**config.mk**
```make
export PLATFORM = sky130hd
export DESIGN_NAME = jtframe_data_io
export DESIGN_NICKNAME = d
export VERILOG_FILES = /design/src/jtframe_dl_pkg.sv /design/src/jtframe_dl_fifo_if.sv /design/src/jtframe_data_io.sv /design/src/jtframe_ioctl_seq.sv /design/src/jtframe_dl_fifo.sv /design/src/jtframe_spi_rx.sv
export VERILOG_INCLUDE_DIRS = /design/src /design/src/src
export SDC_FILE = /design/constraint.sdc
export NUM_CORES = 1
export LEC_CHECK = 0
export ABC_AREA = 1
export BUFFER_PORTS_ARGS = -buffer_cell sky130_fd_sc_hd__buf_2
export CAP_MARGIN = 40
export CORE_UTILIZATION = 54
export DETAILED_ROUTE_END_ITERATION = 8
export GPL_TIMING_DRIVEN = 0
export PLACE_DENSITY = 0.71
export SLEW_MARGIN = 10
export SYNTH_ARGS = -nofsm -noshare
export SYNTH_HDL_FRONTEND = slang
export SYNTH_SLANG_ARGS = --single-unit
```
**constraint.sdc**
```tcl
create_clock -name clk_rom -period 2.45 [get_ports clk_rom]
set_input_delay 0.49 -clock clk_rom [delete_from_list [all_inputs] [get_ports clk_rom]]
set_output_delay 0.49 -clock clk_rom [all_outputs]
set_load 0.03 [all_outputs]
```
**src/jtframe_dl_defines.svh**
```systemverilog
// widths, FIFO depth and opcode values of the ROM download path, include where needed
`ifndef JTFRAME_DL_DEFINES_SVH
`define JTFRAME_DL_DEFINES_SVH

// download address, enough for 8MB of ROM
`define DL_ADDR_W       23

// byte FIFO, depth is 2**DL_FIFO_AW
`define DL_FIFO_AW      3

// opcodes sent by the io controller as the first byte of a frame
`define DL_OP_FILE_TX   8'h53   // start/end of transfer, one arg byte
`define DL_OP_FILE_DAT  8'h54   // file payload
`define DL_OP_FILE_IDX  8'h55   // file index, one arg byte

`endif
```
**src/jtframe_dl_pkg.sv**
```systemverilog
// shared types of the ROM download path, imported by the RTL modules and the testbench
`include "jtframe_dl_defines.svh"

package jtframe_dl_pkg;

   typedef logic [7:0]            dl_byte_t;      // one SPI byte
   typedef logic [`DL_ADDR_W-1:0] dl_addr_t;      // memory loader address
   typedef logic [7:0]            dl_index_t;     // file index from the menu

   // frame-start flag in the MSB, byte below it
   typedef logic [8:0]            dl_fifo_word_t;

   // download sequencer
   typedef enum logic [2:0] {
      ST_OPCODE,    // waiting for a flagged byte
      ST_TX_ARG,    // start/end argument next
      ST_IDX_ARG,   // index argument next
      ST_DATA,      // payload, written or dropped
      ST_GAP        // one idle cycle after every pop
   } dl_seq_state_t;

endpackage

```
**src/jtframe_dl_fifo_if.sv**
```systemverilog
// link from the byte FIFO to the download sequencer, head word shown while not empty
`timescale 1ns/1ps

interface jtframe_dl_fifo_if import jtframe_dl_pkg::*; ();

   logic          pop;     // consumer takes the head entry
   dl_fifo_word_t word;    // head entry, valid while empty is low
   logic          empty;

   modport buffer (
      input  pop,
      output word,
      output empty
   );

   modport consumer (
      output pop,
      input  word,
      input  empty
   );

endinterface

```
**src/jtframe_data_io.sv**
```systemverilog
// ROM download top level, SPI pins in and memory loader strobes out, all in clk_rom
`timescale 1ns/1ps

module jtframe_data_io import jtframe_dl_pkg::*; (
   input  logic      clk_rom,
   input  logic      reset_i,
   // SPI from the io controller
   input  logic      sck_i,
   input  logic      ss_i,          // active low
   input  logic      sdi_i,
   // memory loader
   output dl_addr_t  ioctl_addr_o,
   output dl_byte_t  ioctl_data_o,
   output logic      ioctl_wr_o,
   output logic      downloading_o,
   output dl_index_t index_o
);

   logic     rx_push;
   dl_byte_t rx_byte;
   logic     rx_first;

   jtframe_dl_fifo_if fifo_if ();

   jtframe_spi_rx u_rx (
      .clk_rom       ( clk_rom       ),
      .reset_i       ( reset_i       ),
      .sck_i         ( sck_i         ),
      .ss_i          ( ss_i          ),
      .sdi_i         ( sdi_i         ),
      .push_o        ( rx_push       ),
      .byte_o        ( rx_byte       ),
      .first_o       ( rx_first      )
   );

   jtframe_dl_fifo u_fifo (
      .clk_rom       ( clk_rom       ),
      .reset_i       ( reset_i       ),
      .push_i        ( rx_push       ),
      .byte_i        ( rx_byte       ),
      .first_i       ( rx_first      ),
      .rd            ( fifo_if       )
   );

   jtframe_ioctl_seq u_seq (
      .clk_rom       ( clk_rom       ),
      .reset_i       ( reset_i       ),
      .rd            ( fifo_if       ),
      .ioctl_addr_o  ( ioctl_addr_o  ),
      .ioctl_data_o  ( ioctl_data_o  ),
      .ioctl_wr_o    ( ioctl_wr_o    ),
      .downloading_o ( downloading_o ),
      .index_o       ( index_o       )
   );

endmodule

```
**src/jtframe_ioctl_seq.sv**
```systemverilog
// opcode decoder and download sequencer, drives the memory loader outputs from FIFO bytes
`timescale 1ns/1ps
`include "jtframe_dl_defines.svh"

module jtframe_ioctl_seq import jtframe_dl_pkg::*; (
   input  logic                     clk_rom,
   input  logic                     reset_i,
   jtframe_dl_fifo_if.consumer      rd,
   output dl_addr_t                 ioctl_addr_o,
   output dl_byte_t                 ioctl_data_o,
   output logic                     ioctl_wr_o,
   output logic                     downloading_o,
   output dl_index_t                index_o
);

   dl_seq_state_t st;
   dl_seq_state_t ret_st;      // where to go after the gap
   dl_byte_t      head_byte;
   logic          head_first;
   logic          data_ok;     // frame carries file data

   assign {head_first, head_byte} = rd.word;

   // at most one pop every other cycle
   assign rd.pop = (st != ST_GAP) && !rd.empty;

   always_ff @(posedge clk_rom) begin
      if (reset_i) begin
         st            <= ST_OPCODE;
         ret_st        <= ST_OPCODE;
         data_ok       <= 1'b0;
         ioctl_wr_o    <= 1'b0;
         downloading_o <= 1'b0;
         ioctl_addr_o  <= '0;
         index_o       <= '0;
      end else begin
         ioctl_wr_o <= 1'b0;
         if (ioctl_wr_o) begin
            ioctl_addr_o <= ioctl_addr_o + 1'b1;   // after the strobe
         end
         if (st == ST_GAP) begin
            st <= ret_st;
         end else if (rd.pop) begin
            st <= ST_GAP;
            if (head_first) begin
               // any flagged byte restarts decoding
               data_ok <= 1'b0;
               case (head_byte)
                  `DL_OP_FILE_TX:  ret_st <= ST_TX_ARG;
                  `DL_OP_FILE_IDX: ret_st <= ST_IDX_ARG;
                  `DL_OP_FILE_DAT: begin
                     ret_st  <= ST_DATA;
                     data_ok <= 1'b1;
                  end
                  default:         ret_st <= ST_DATA;   // unknown, drop the frame
               endcase
            end else begin
               case (st)
                  ST_TX_ARG: begin
                     downloading_o <= head_byte[0];     // 1 starts, 0 ends
                     if (head_byte[0]) begin
                        ioctl_addr_o <= '0;
                     end
                     ret_st <= ST_OPCODE;
                  end
                  ST_IDX_ARG: begin
                     index_o <= head_byte;
                     ret_st  <= ST_OPCODE;
                  end
                  ST_DATA: begin
                     if (data_ok && downloading_o) begin
                        ioctl_wr_o <= 1'b1;
                     end
                     ret_st <= ST_DATA;
                  end
                  default: ret_st <= ST_OPCODE;         // stray byte, ignored
               endcase
            end
         end
      end
   end

   // data follows every pop, only qualified by the strobe
   always_ff @(posedge clk_rom) begin
      if (rd.pop) begin
         ioctl_data_o <= head_byte;
      end
   end

   // the end argument cannot land inside a strobe cycle
   a_wr_in_download: assert property (
      @(posedge clk_rom) disable iff (reset_i) ioctl_wr_o |-> downloading_o
   ) else $error("ioctl_seq: write strobe outside a download");

endmodule

```
**src/jtframe_dl_fifo.sv**
```systemverilog
// small byte FIFO between the SPI receiver and the download sequencer
`timescale 1ns/1ps
`include "jtframe_dl_defines.svh"

module jtframe_dl_fifo import jtframe_dl_pkg::*; (
   input  logic                     clk_rom,
   input  logic                     reset_i,
   input  logic                     push_i,
   input  dl_byte_t                 byte_i,
   input  logic                     first_i,
   jtframe_dl_fifo_if.buffer        rd
);

   localparam int DEPTH = 1 << `DL_FIFO_AW;

   dl_fifo_word_t          mem [DEPTH];
   logic [`DL_FIFO_AW-1:0] wr_ptr;
   logic [`DL_FIFO_AW-1:0] rd_ptr;
   logic [`DL_FIFO_AW:0]   count;      // 0 to DEPTH
   logic                   full;

   // count never exceeds DEPTH, so the MSB alone means full
   assign full     = count[`DL_FIFO_AW];
   assign rd.empty = (count == '0);
   assign rd.word  = mem[rd_ptr];

   always_ff @(posedge clk_rom) begin
      if (push_i) begin
         mem[wr_ptr] <= {first_i, byte_i};
      end
   end

   // pointers wrap on their own width
   always_ff @(posedge clk_rom) begin
      if (reset_i) begin
         wr_ptr <= '0;
         rd_ptr <= '0;
         count  <= '0;
      end else begin
         if (push_i) begin
            wr_ptr <= wr_ptr + 1'b1;
         end
         if (rd.pop) begin
            rd_ptr <= rd_ptr + 1'b1;
         end
         case ({push_i, rd.pop})
            2'b10:   count <= count + 1'b1;
            2'b01:   count <= count - 1'b1;
            default: ;                   // none, or one in and one out
         endcase
      end
   end

   // bytes arrive every 16+ cycles and drain every 2, so this must hold
   a_no_overflow: assert property (
      @(posedge clk_rom) disable iff (reset_i) push_i |-> !full
   ) else $error("dl_fifo: push while full");

   // the sequencer must look at empty before popping
   a_no_underrun: assert property (
      @(posedge clk_rom) disable iff (reset_i) rd.pop |-> !rd.empty
   ) else $error("dl_fifo: pop while empty");

endmodule

```
**src/jtframe_spi_rx.sv**
```systemverilog
// oversampling SPI receiver, turns the io controller bit stream into bytes with a frame-start flag
`timescale 1ns/1ps

module jtframe_spi_rx import jtframe_dl_pkg::*; (
   input  logic     clk_rom,
   input  logic     reset_i,
   input  logic     sck_i,
   input  logic     ss_i,      // active low
   input  logic     sdi_i,
   output logic     push_o,    // one cycle per complete byte
   output dl_byte_t byte_o,
   output logic     first_o    // byte opens a select frame
);

   logic [2:0] sck_s;          // two sync stages plus one of history
   logic [1:0] ss_s;
   logic [1:0] sdi_s;
   logic       sck_rise;
   logic       ss_active;
   logic [2:0] bit_cnt;
   logic [6:0] shift_r;        // bits so far, MSB first
   logic       first_armed;

   // sdi_s[1] lines up with sck_s[1]
   assign sck_rise  = sck_s[1] & ~sck_s[2];
   assign ss_active = ~ss_s[1];

   // synchronizers
   always_ff @(posedge clk_rom) begin
      if (reset_i) begin
         sck_s <= '0;
         ss_s  <= '1;          // deselected
         sdi_s <= '0;
      end else begin
         sck_s <= {sck_s[1:0], sck_i};
         ss_s  <= {ss_s[0], ss_i};
         sdi_s <= {sdi_s[0], sdi_i};
      end
   end

   // bit counter and strobe
   always_ff @(posedge clk_rom) begin
      if (reset_i) begin
         bit_cnt     <= '0;
         first_armed <= 1'b1;
         push_o      <= 1'b0;
      end else begin
         push_o <= 1'b0;
         if (!ss_active) begin
            bit_cnt     <= '0;     // frame closed
            first_armed <= 1'b1;
         end else if (sck_rise) begin
            bit_cnt <= bit_cnt + 3'd1;
            if (bit_cnt == 3'd7) begin
               push_o      <= 1'b1;
               first_armed <= 1'b0;
            end
         end
      end
   end

   // shift register and byte output
   always_ff @(posedge clk_rom) begin
      if (ss_active && sck_rise) begin
         shift_r <= {shift_r[5:0], sdi_s[1]};
         if (bit_cnt == 3'd7) begin
            byte_o  <= {shift_r, sdi_s[1]};
            first_o <= first_armed;
         end
      end
   end

   // eight sck periods per byte, so strobes never touch
   a_push_single: assert property (
      @(posedge clk_rom) disable iff (reset_i) push_o |=> !push_o
   ) else $error("spi_rx: back to back push");

endmodule

```
==> impl_metrics.yaml, run 1 <==
critical_path:
  end_kind: "flip-flop"
  crit_top_cell: "nand2_1"
  crit_type: "flip-flop to flip-flop"
  critPathLaunchType: "flip-flop"
  crit_arrival_ps: 2580
  path_cells: "inv_1 > nand4_1 > nand2_2 > inv_6 > ha_1 > ha_1 > nand2_1 > nand2_1 > a21oi_2 > nor2_1 > nor2_1 > nand2_1 > o21ai_0 > a21oi_1"
  required_ps: 2760
  critical_path.slowest_cell: "dfxtp_1"
  max_stage_delay_ps: 330
  path_max_fanout: 16
cts:
  clock_latency_ps: 420
  clockBufferDepth: 2
  htreeDepth: 4
  hold_buffers: 0
  clk_pin_slew_worst_paths_ps: 60
  root_buffer: "clkbuf_16"
  cts_sinks: 160
  numCtsBuffers: 17
  tritoncts: "yes"
synth:
  synth_edf_count: 96
  ys.flop_type: "edfxtp_1"
  synth_top_area_share_pct: 42.4
  synth_area_leaders: "edfxtp_1 42%, dfxtp_1 19%, nand2_1 8.6%, inv_1 7.1%, nand3_1 3.6%"
  yosysTopAreaCell: "edfxtp_1"
  synthCells: 717
  synth.net_count: 731
  yosysWarnings: 0
  async_flop_share_pct: 0
  synth_seq_area_share_pct: 61.2
  avgSynthCellArea_um2: 9.48
  synth-seq-cells: 160
  synthesis.area_mm2: 0.00680
  synth_cell_types: 33
drt:
  wl_met2_mm: 6.43
  antenna_left: 0
  post_drt_wl_per_cell_um: 13.6
  num_vias: 4822
  post-route-drc-count: 0
  drtIter0Drc: 286
  wl_mm: 13.2
  drt_pass1_iterations: 5
  met1_length_mm: 5.83
  vias_per_cell: 4.96
  met3_length_um: 641
  top_layer: "met4"
placement:
  place_hpwl_mm: 9.27
  dp.cells: 939
  gp_congestion: 0.810
  io_buffers: 45
floorplan:
  die-width_um: 114
  core_area_mm2: 0.0122
  die_area_mm2: 0.0130
  io_pins: 46
  die_h_um: 114
  initial_core_util_pct: 55.9
  num_rows: 40
layout:
  instances_no_fill: 972
  num_antenna_cells: 0
  fin_util_pct: 64.8
  syn_to_final_growth_pct: 16.0
  final_nets: 805
  drive_gt1_share_pct: 17.0
global_routing:
  grt_max_degree: 17
  grt_usage_pct: 22.1
  grt_pass1_wl_mm: 21.6
  grt_overflow: 0
  grt_pass1_vias: 4597
  antenna_found_initial: 0
sta:
  clock.fmax_mhz: 440
  worstMarginPinSlew_ps: 649
  skew_ps: 8.58
  hold_viol: 0
  finalSetupViolCount: 0
  finalCritPeriodShare_pct: 92.7
  max_slew_margin_pct: 56.6
  period_needed_ps: 2270
  slew_viol_final: 0
hold_path:
  hold_path.class: "input pin to flip-flop"
flow_run:
  maxCapViolCount: 0
power:
  power_mw: 7.43
  vdd_ir_drop_max_mv: 0.407
  cellLeakagePower_nw: 3.37
  pwr_density_cell_mw_per_mm2: 943
status:
  outcome: "completed"
## cell usage after synthesis, types with 3 or more instances
library cell    n
inv_1         128
clkbuf_1        4
or2_2           3
xor2_1          7
buf_2           4
a21oi_1        27
o22ai_1         3
ha_1            8
nor2_1         64
buf_6           7
nand4_1         5
xnor2_1         3
or2_1           5
nor2_2          6
nand3_1        49
nand2_2        12
nor3_1         10
dfxtp_1        64
o21ai_0        32
inv_2           3
nand2_1       156
nor3_2          4
edfxtp_1       96
buf_4           3
nand3_2         6
## metal layers
layer,up-vias,global-route usage (%)
met3,27,5.08
met4,0,12.3
met2,141,36.4
met1,2211,26.9
li1,2443,-
met5,-,0
## cell type report
type	count	area, µm²
fillers	958	4280
flip-flops and latches	160	4160
multi-input cells	407	2000
inverters	132	505
clock buffers	20	437
repair buffers	55	309
well taps	168	210
plain buffers	18	136
clock inverters	12	119
## power by group
group / switching (mW) / internal [mW]
Combinational: 1.25 / 0.587
Clock: 0.984 / 1.48
Sequential: 0.0783 / 3.05
## metrics by stage
| step | cell area, µm² | hold WS (ps) | setup TNS [ps] | setup slack (ps) |
|---|---|---|---|---|
| after floorplan | 6800 | 388 | 0 | 400 |
| final | 7890 | 253 | 0 | 179 |
| after CTS | 7870 | 242 | 0 | 37.1 |
| after detailed placement | 7310 | 397 | -5.26 | -5.26 |
| after global routing | 7890 | 244 | -27.0 | -27.0 |
| after global placement | 7230 | 391 | 0 | 96.6 |
## layout by cell type, fill, tap and decap left out, drive strengths merged, types with 6 or more instances in the layout
cell and instances:
a21oi 28, buf 69, clkbuf 24, dfxtp 64, edfxtp 96, ha 8, inv 132, nand2 168
nand3 55, nand4 6, nor2 71, nor3 14, o21ai 32, or2 8, xor2 7
## flip-flops by register name (all words and copies together) (netlist names), named ones only
signal,flops
u_fifo.mem,72
u_seq.ioctl_addr_o,23
u_rx.byte_o,8
u_seq.index_o,8
u_seq.ioctl_data_o,8
u_rx.shift_r,7
u_fifo.count,4
u_fifo.rd_ptr,3
u_fifo.wr_ptr,3
u_rx.bit_cnt,3
u_rx.sck_s,3
u_seq.st,3
u_rx.sdi_s,2
u_rx.ss_s,2
u_seq.ret_st,2
u_rx.first_armed,1
u_rx.first_o,1
u_rx.push_o,1
u_seq.data_ok,1
u_seq.downloading_o,1
u_seq.ioctl_wr_o,1
## timing repair
item	CTS	global route
gates resized for setup	1	4
buffers inserted	0	1
pin swaps	0	2
setup endpoints to repair	1	2
## path summary, 6_finish.rpt
path              depth (start not counted)            start  slack (ps)               to
hold reg to reg                           2    u_rx.sck_s[0]         410    u_rx.sck_s[1]
setup / recovery                         14  u_fifo.count[1]         180  u_fifo.count[3]
hold / removal                            2             ss_i         250     u_rx.ss_s[0]
setup reg to reg                         14  u_fifo.count[1]         180  u_fifo.count[3]
## critical path: cells and delay by family (launching register included)
kind                       cells  cell delay, ps
and+or+nand+nor                7             730
DFF                            1             330
adders and majority gates      2             500
buffers and inverters          2             200
AOI/OAI and AO/OA              3             390
## kinds of logic (layout without fill, tap and decap cells)
| kind of cell | after synthesis | in the layout | synth area share [%] |
|---|---|---|---|
| simple gates | 325 | 325 | 21.6 |
| fa+ha+maj | 9 | 9 | 1.77 |
| buf+inv | 150 | 237 | 9.37 |
| xor+xnor | 10 | 10 | 1.29 |
| compound gates | 63 | 63 | 4.75 |
| flops | 160 | 160 | 61.2 |
No activity file was read; power rests on OpenSTA's default activity.
==> run 2, diff against run 1 <==
Clock period 2.45 ns to 2.81 ns, I/O delays scaled along.
==> impl_metrics.yaml, run 2 (synthesis gave the netlist of run 1 again) <==
cts:
  clock_latency_ps: 420
  hold_buffers: 0
  post_cts_resized: 0
  htreeDepth: 4
  clk_pin_slew_worst_paths_ps: 60
  numCtsBuffers: 17
  clockBufferDepth: 2
  tritoncts: "yes"
  postCtsSetupRepairBufs: 0
  root_buffer: "clkbuf_16"
  cts_sinks: 160
drt:
  drt_pass1_iterations: 5
  num_vias: 4843
  antenna_left: 0
  post-route-drc-count: 0
  vias_per_cell: 4.99
  drtIter0Drc: 369
  wl_mm: 13.1
  post_drt_wl_per_cell_um: 13.5
power:
  cellLeakagePower_nw: 3.36
  comb_power_share_pct: 24.2
  vdd_ir_drop_max_mv: 0.382
  share_seq_of_total_power_pct: 42.4
  swShare_pct: 31.0
  power_mw: 6.43
  switchingPower_mw: 1.99
  p_clk_share_pct: 33.5
  pwr_density_cell_mw_per_mm2: 817
  intPower_mw: 4.43
critical_path:
  crit_type: "flip-flop to flip-flop"
  end_kind: "flip-flop"
  path_max_fanout: 16
  path_cells: "inv_1 > nand4_1 > nand2_1 > inv_2 > ha_1 > ha_1 > nand2_1 > nand2_1 > a21oi_1 > nor2_1 > nor2_1 > nand2_1 > o21ai_0 > a21oi_1"
  crit_top_cell: "nand2_1"
  critPathLaunchType: "flip-flop"
  crit_arrival_ps: 2800
  critical_path.slowest_cell: "dfxtp_1"
  path_buf_inv: 2
  max_stage_delay_ps: 360
  required_ps: 3120
  crit_family: "simple AND/OR/NAND/NOR gates"
sta:
  clock.fmax_mhz: 401
  setup_tns_ps: 0
  finalCritPeriodShare_pct: 88.7
  worstMarginPinSlew_ps: 649
  period_needed_ps: 2490
  grt_setup_unrepaired: "no"
  hold_viol: 0
  max_slew_margin_pct: 56.6
  finalSetupViolCount: 0
  skew_ps: 9.54
  slew_viol_final: 0
placement:
  io_buffers: 45
  dp.cells: 939
  place_hpwl_mm: 9.27
  gp_congestion: 0.810
flow_run:
  maxCapViolCount: 0
global_routing:
  grt_max_degree: 17
  grt_usage_pct: 22.1
  grt_pass1_wl_mm: 21.6
  grt_overflow: 0
  antenna_found_initial: 0
  grt_pass1_vias: 4597
status:
  outcome: "completed"
layout:
  final_nets: 804
  regMostFlops: "u_fifo.mem"
  largest_register_ffs: 72
  syn_to_final_growth_pct: 15.7
  fin_util_pct: 64.7
  top_regs: "u_fifo.mem: 72 flops, u_seq.ioctl_addr_o: 23 flops"
  num_antenna_cells: 0
  drive_gt1_share_pct: 16.6
  instances_no_fill: 971
  mostFrequentLayoutCells: "156 x nand2_1, 128 x inv_1, 96 x edfxtp_1, 64 x nor2_1, 64 x dfxtp_1"
  final_common_cell: "nand2_1"
floorplan:
  initial_core_util_pct: 55.9
  die_area_mm2: 0.0130
  die-width_um: 114
  die_h_um: 114
  num_rows: 40
  core_area_mm2: 0.0122
  io_pins: 46
hold_path:
  hold_path.class: "input pin to flip-flop"
[run 2: cell count changes in the layout (fill, tap and decap cells not counted), sizes merged]
cell | before | now
buf | 69 | 68
[run 2: layer usage]
metal,GRT usage [%],wire [µm],up-vias,part of all wire [%]
li1,-,-,2445,-
met4,12.3,323,0,2.5
met5,0,0,-,0
met1,26.9,5830,2230,44
met2,36.4,6370,142,48
met3,5.08,611,26,4.6
[run 2: metrics by stage]
stage	hold slack, ps	worst slack (ps)	instance area (µm²)
after global routing	316	31.8	7870
after floorplan	388	760	6800
after CTS	314	334	7870
final	325	317	7870
after global placement	391	457	7230
after detailed placement	397	355	7310
[run 2: path summary, 6_finish.rpt]
kind                    from         endpoint  slack, ps  cells after the start
min                     ss_i     u_rx.ss_s[0]        320                      2
max reg2reg  u_fifo.count[1]  u_fifo.count[3]        320                     14
min reg2reg    u_rx.sck_s[0]    u_rx.sck_s[1]        410                      2
max          u_fifo.count[1]  u_fifo.count[3]        320                     14
[run 2: layout make-up]
| type | count | area (µm²) |
|---|---|---|
| buffer | 18 | 136 |
| clock buffer | 20 | 437 |
| clock inverter | 12 | 119 |
| fill | 954 | 4300 |
| inverter | 132 | 500 |
| multi-input combinational | 407 | 2000 |
| sequential | 160 | 4160 |
| tap | 168 | 210 |
| timing repair buffer | 54 | 302 |
[run 2: power groups by stage]
stage	registers, mW	logic [mW]	clock network (mW)
after global placement	2.77	1.49	0
after CTS	2.72	1.55	2.18
after floorplan	2.90	1.03	0
final	2.72	1.55	2.15
after global routing	2.74	1.73	2.28
after detailed placement	2.77	1.54	0
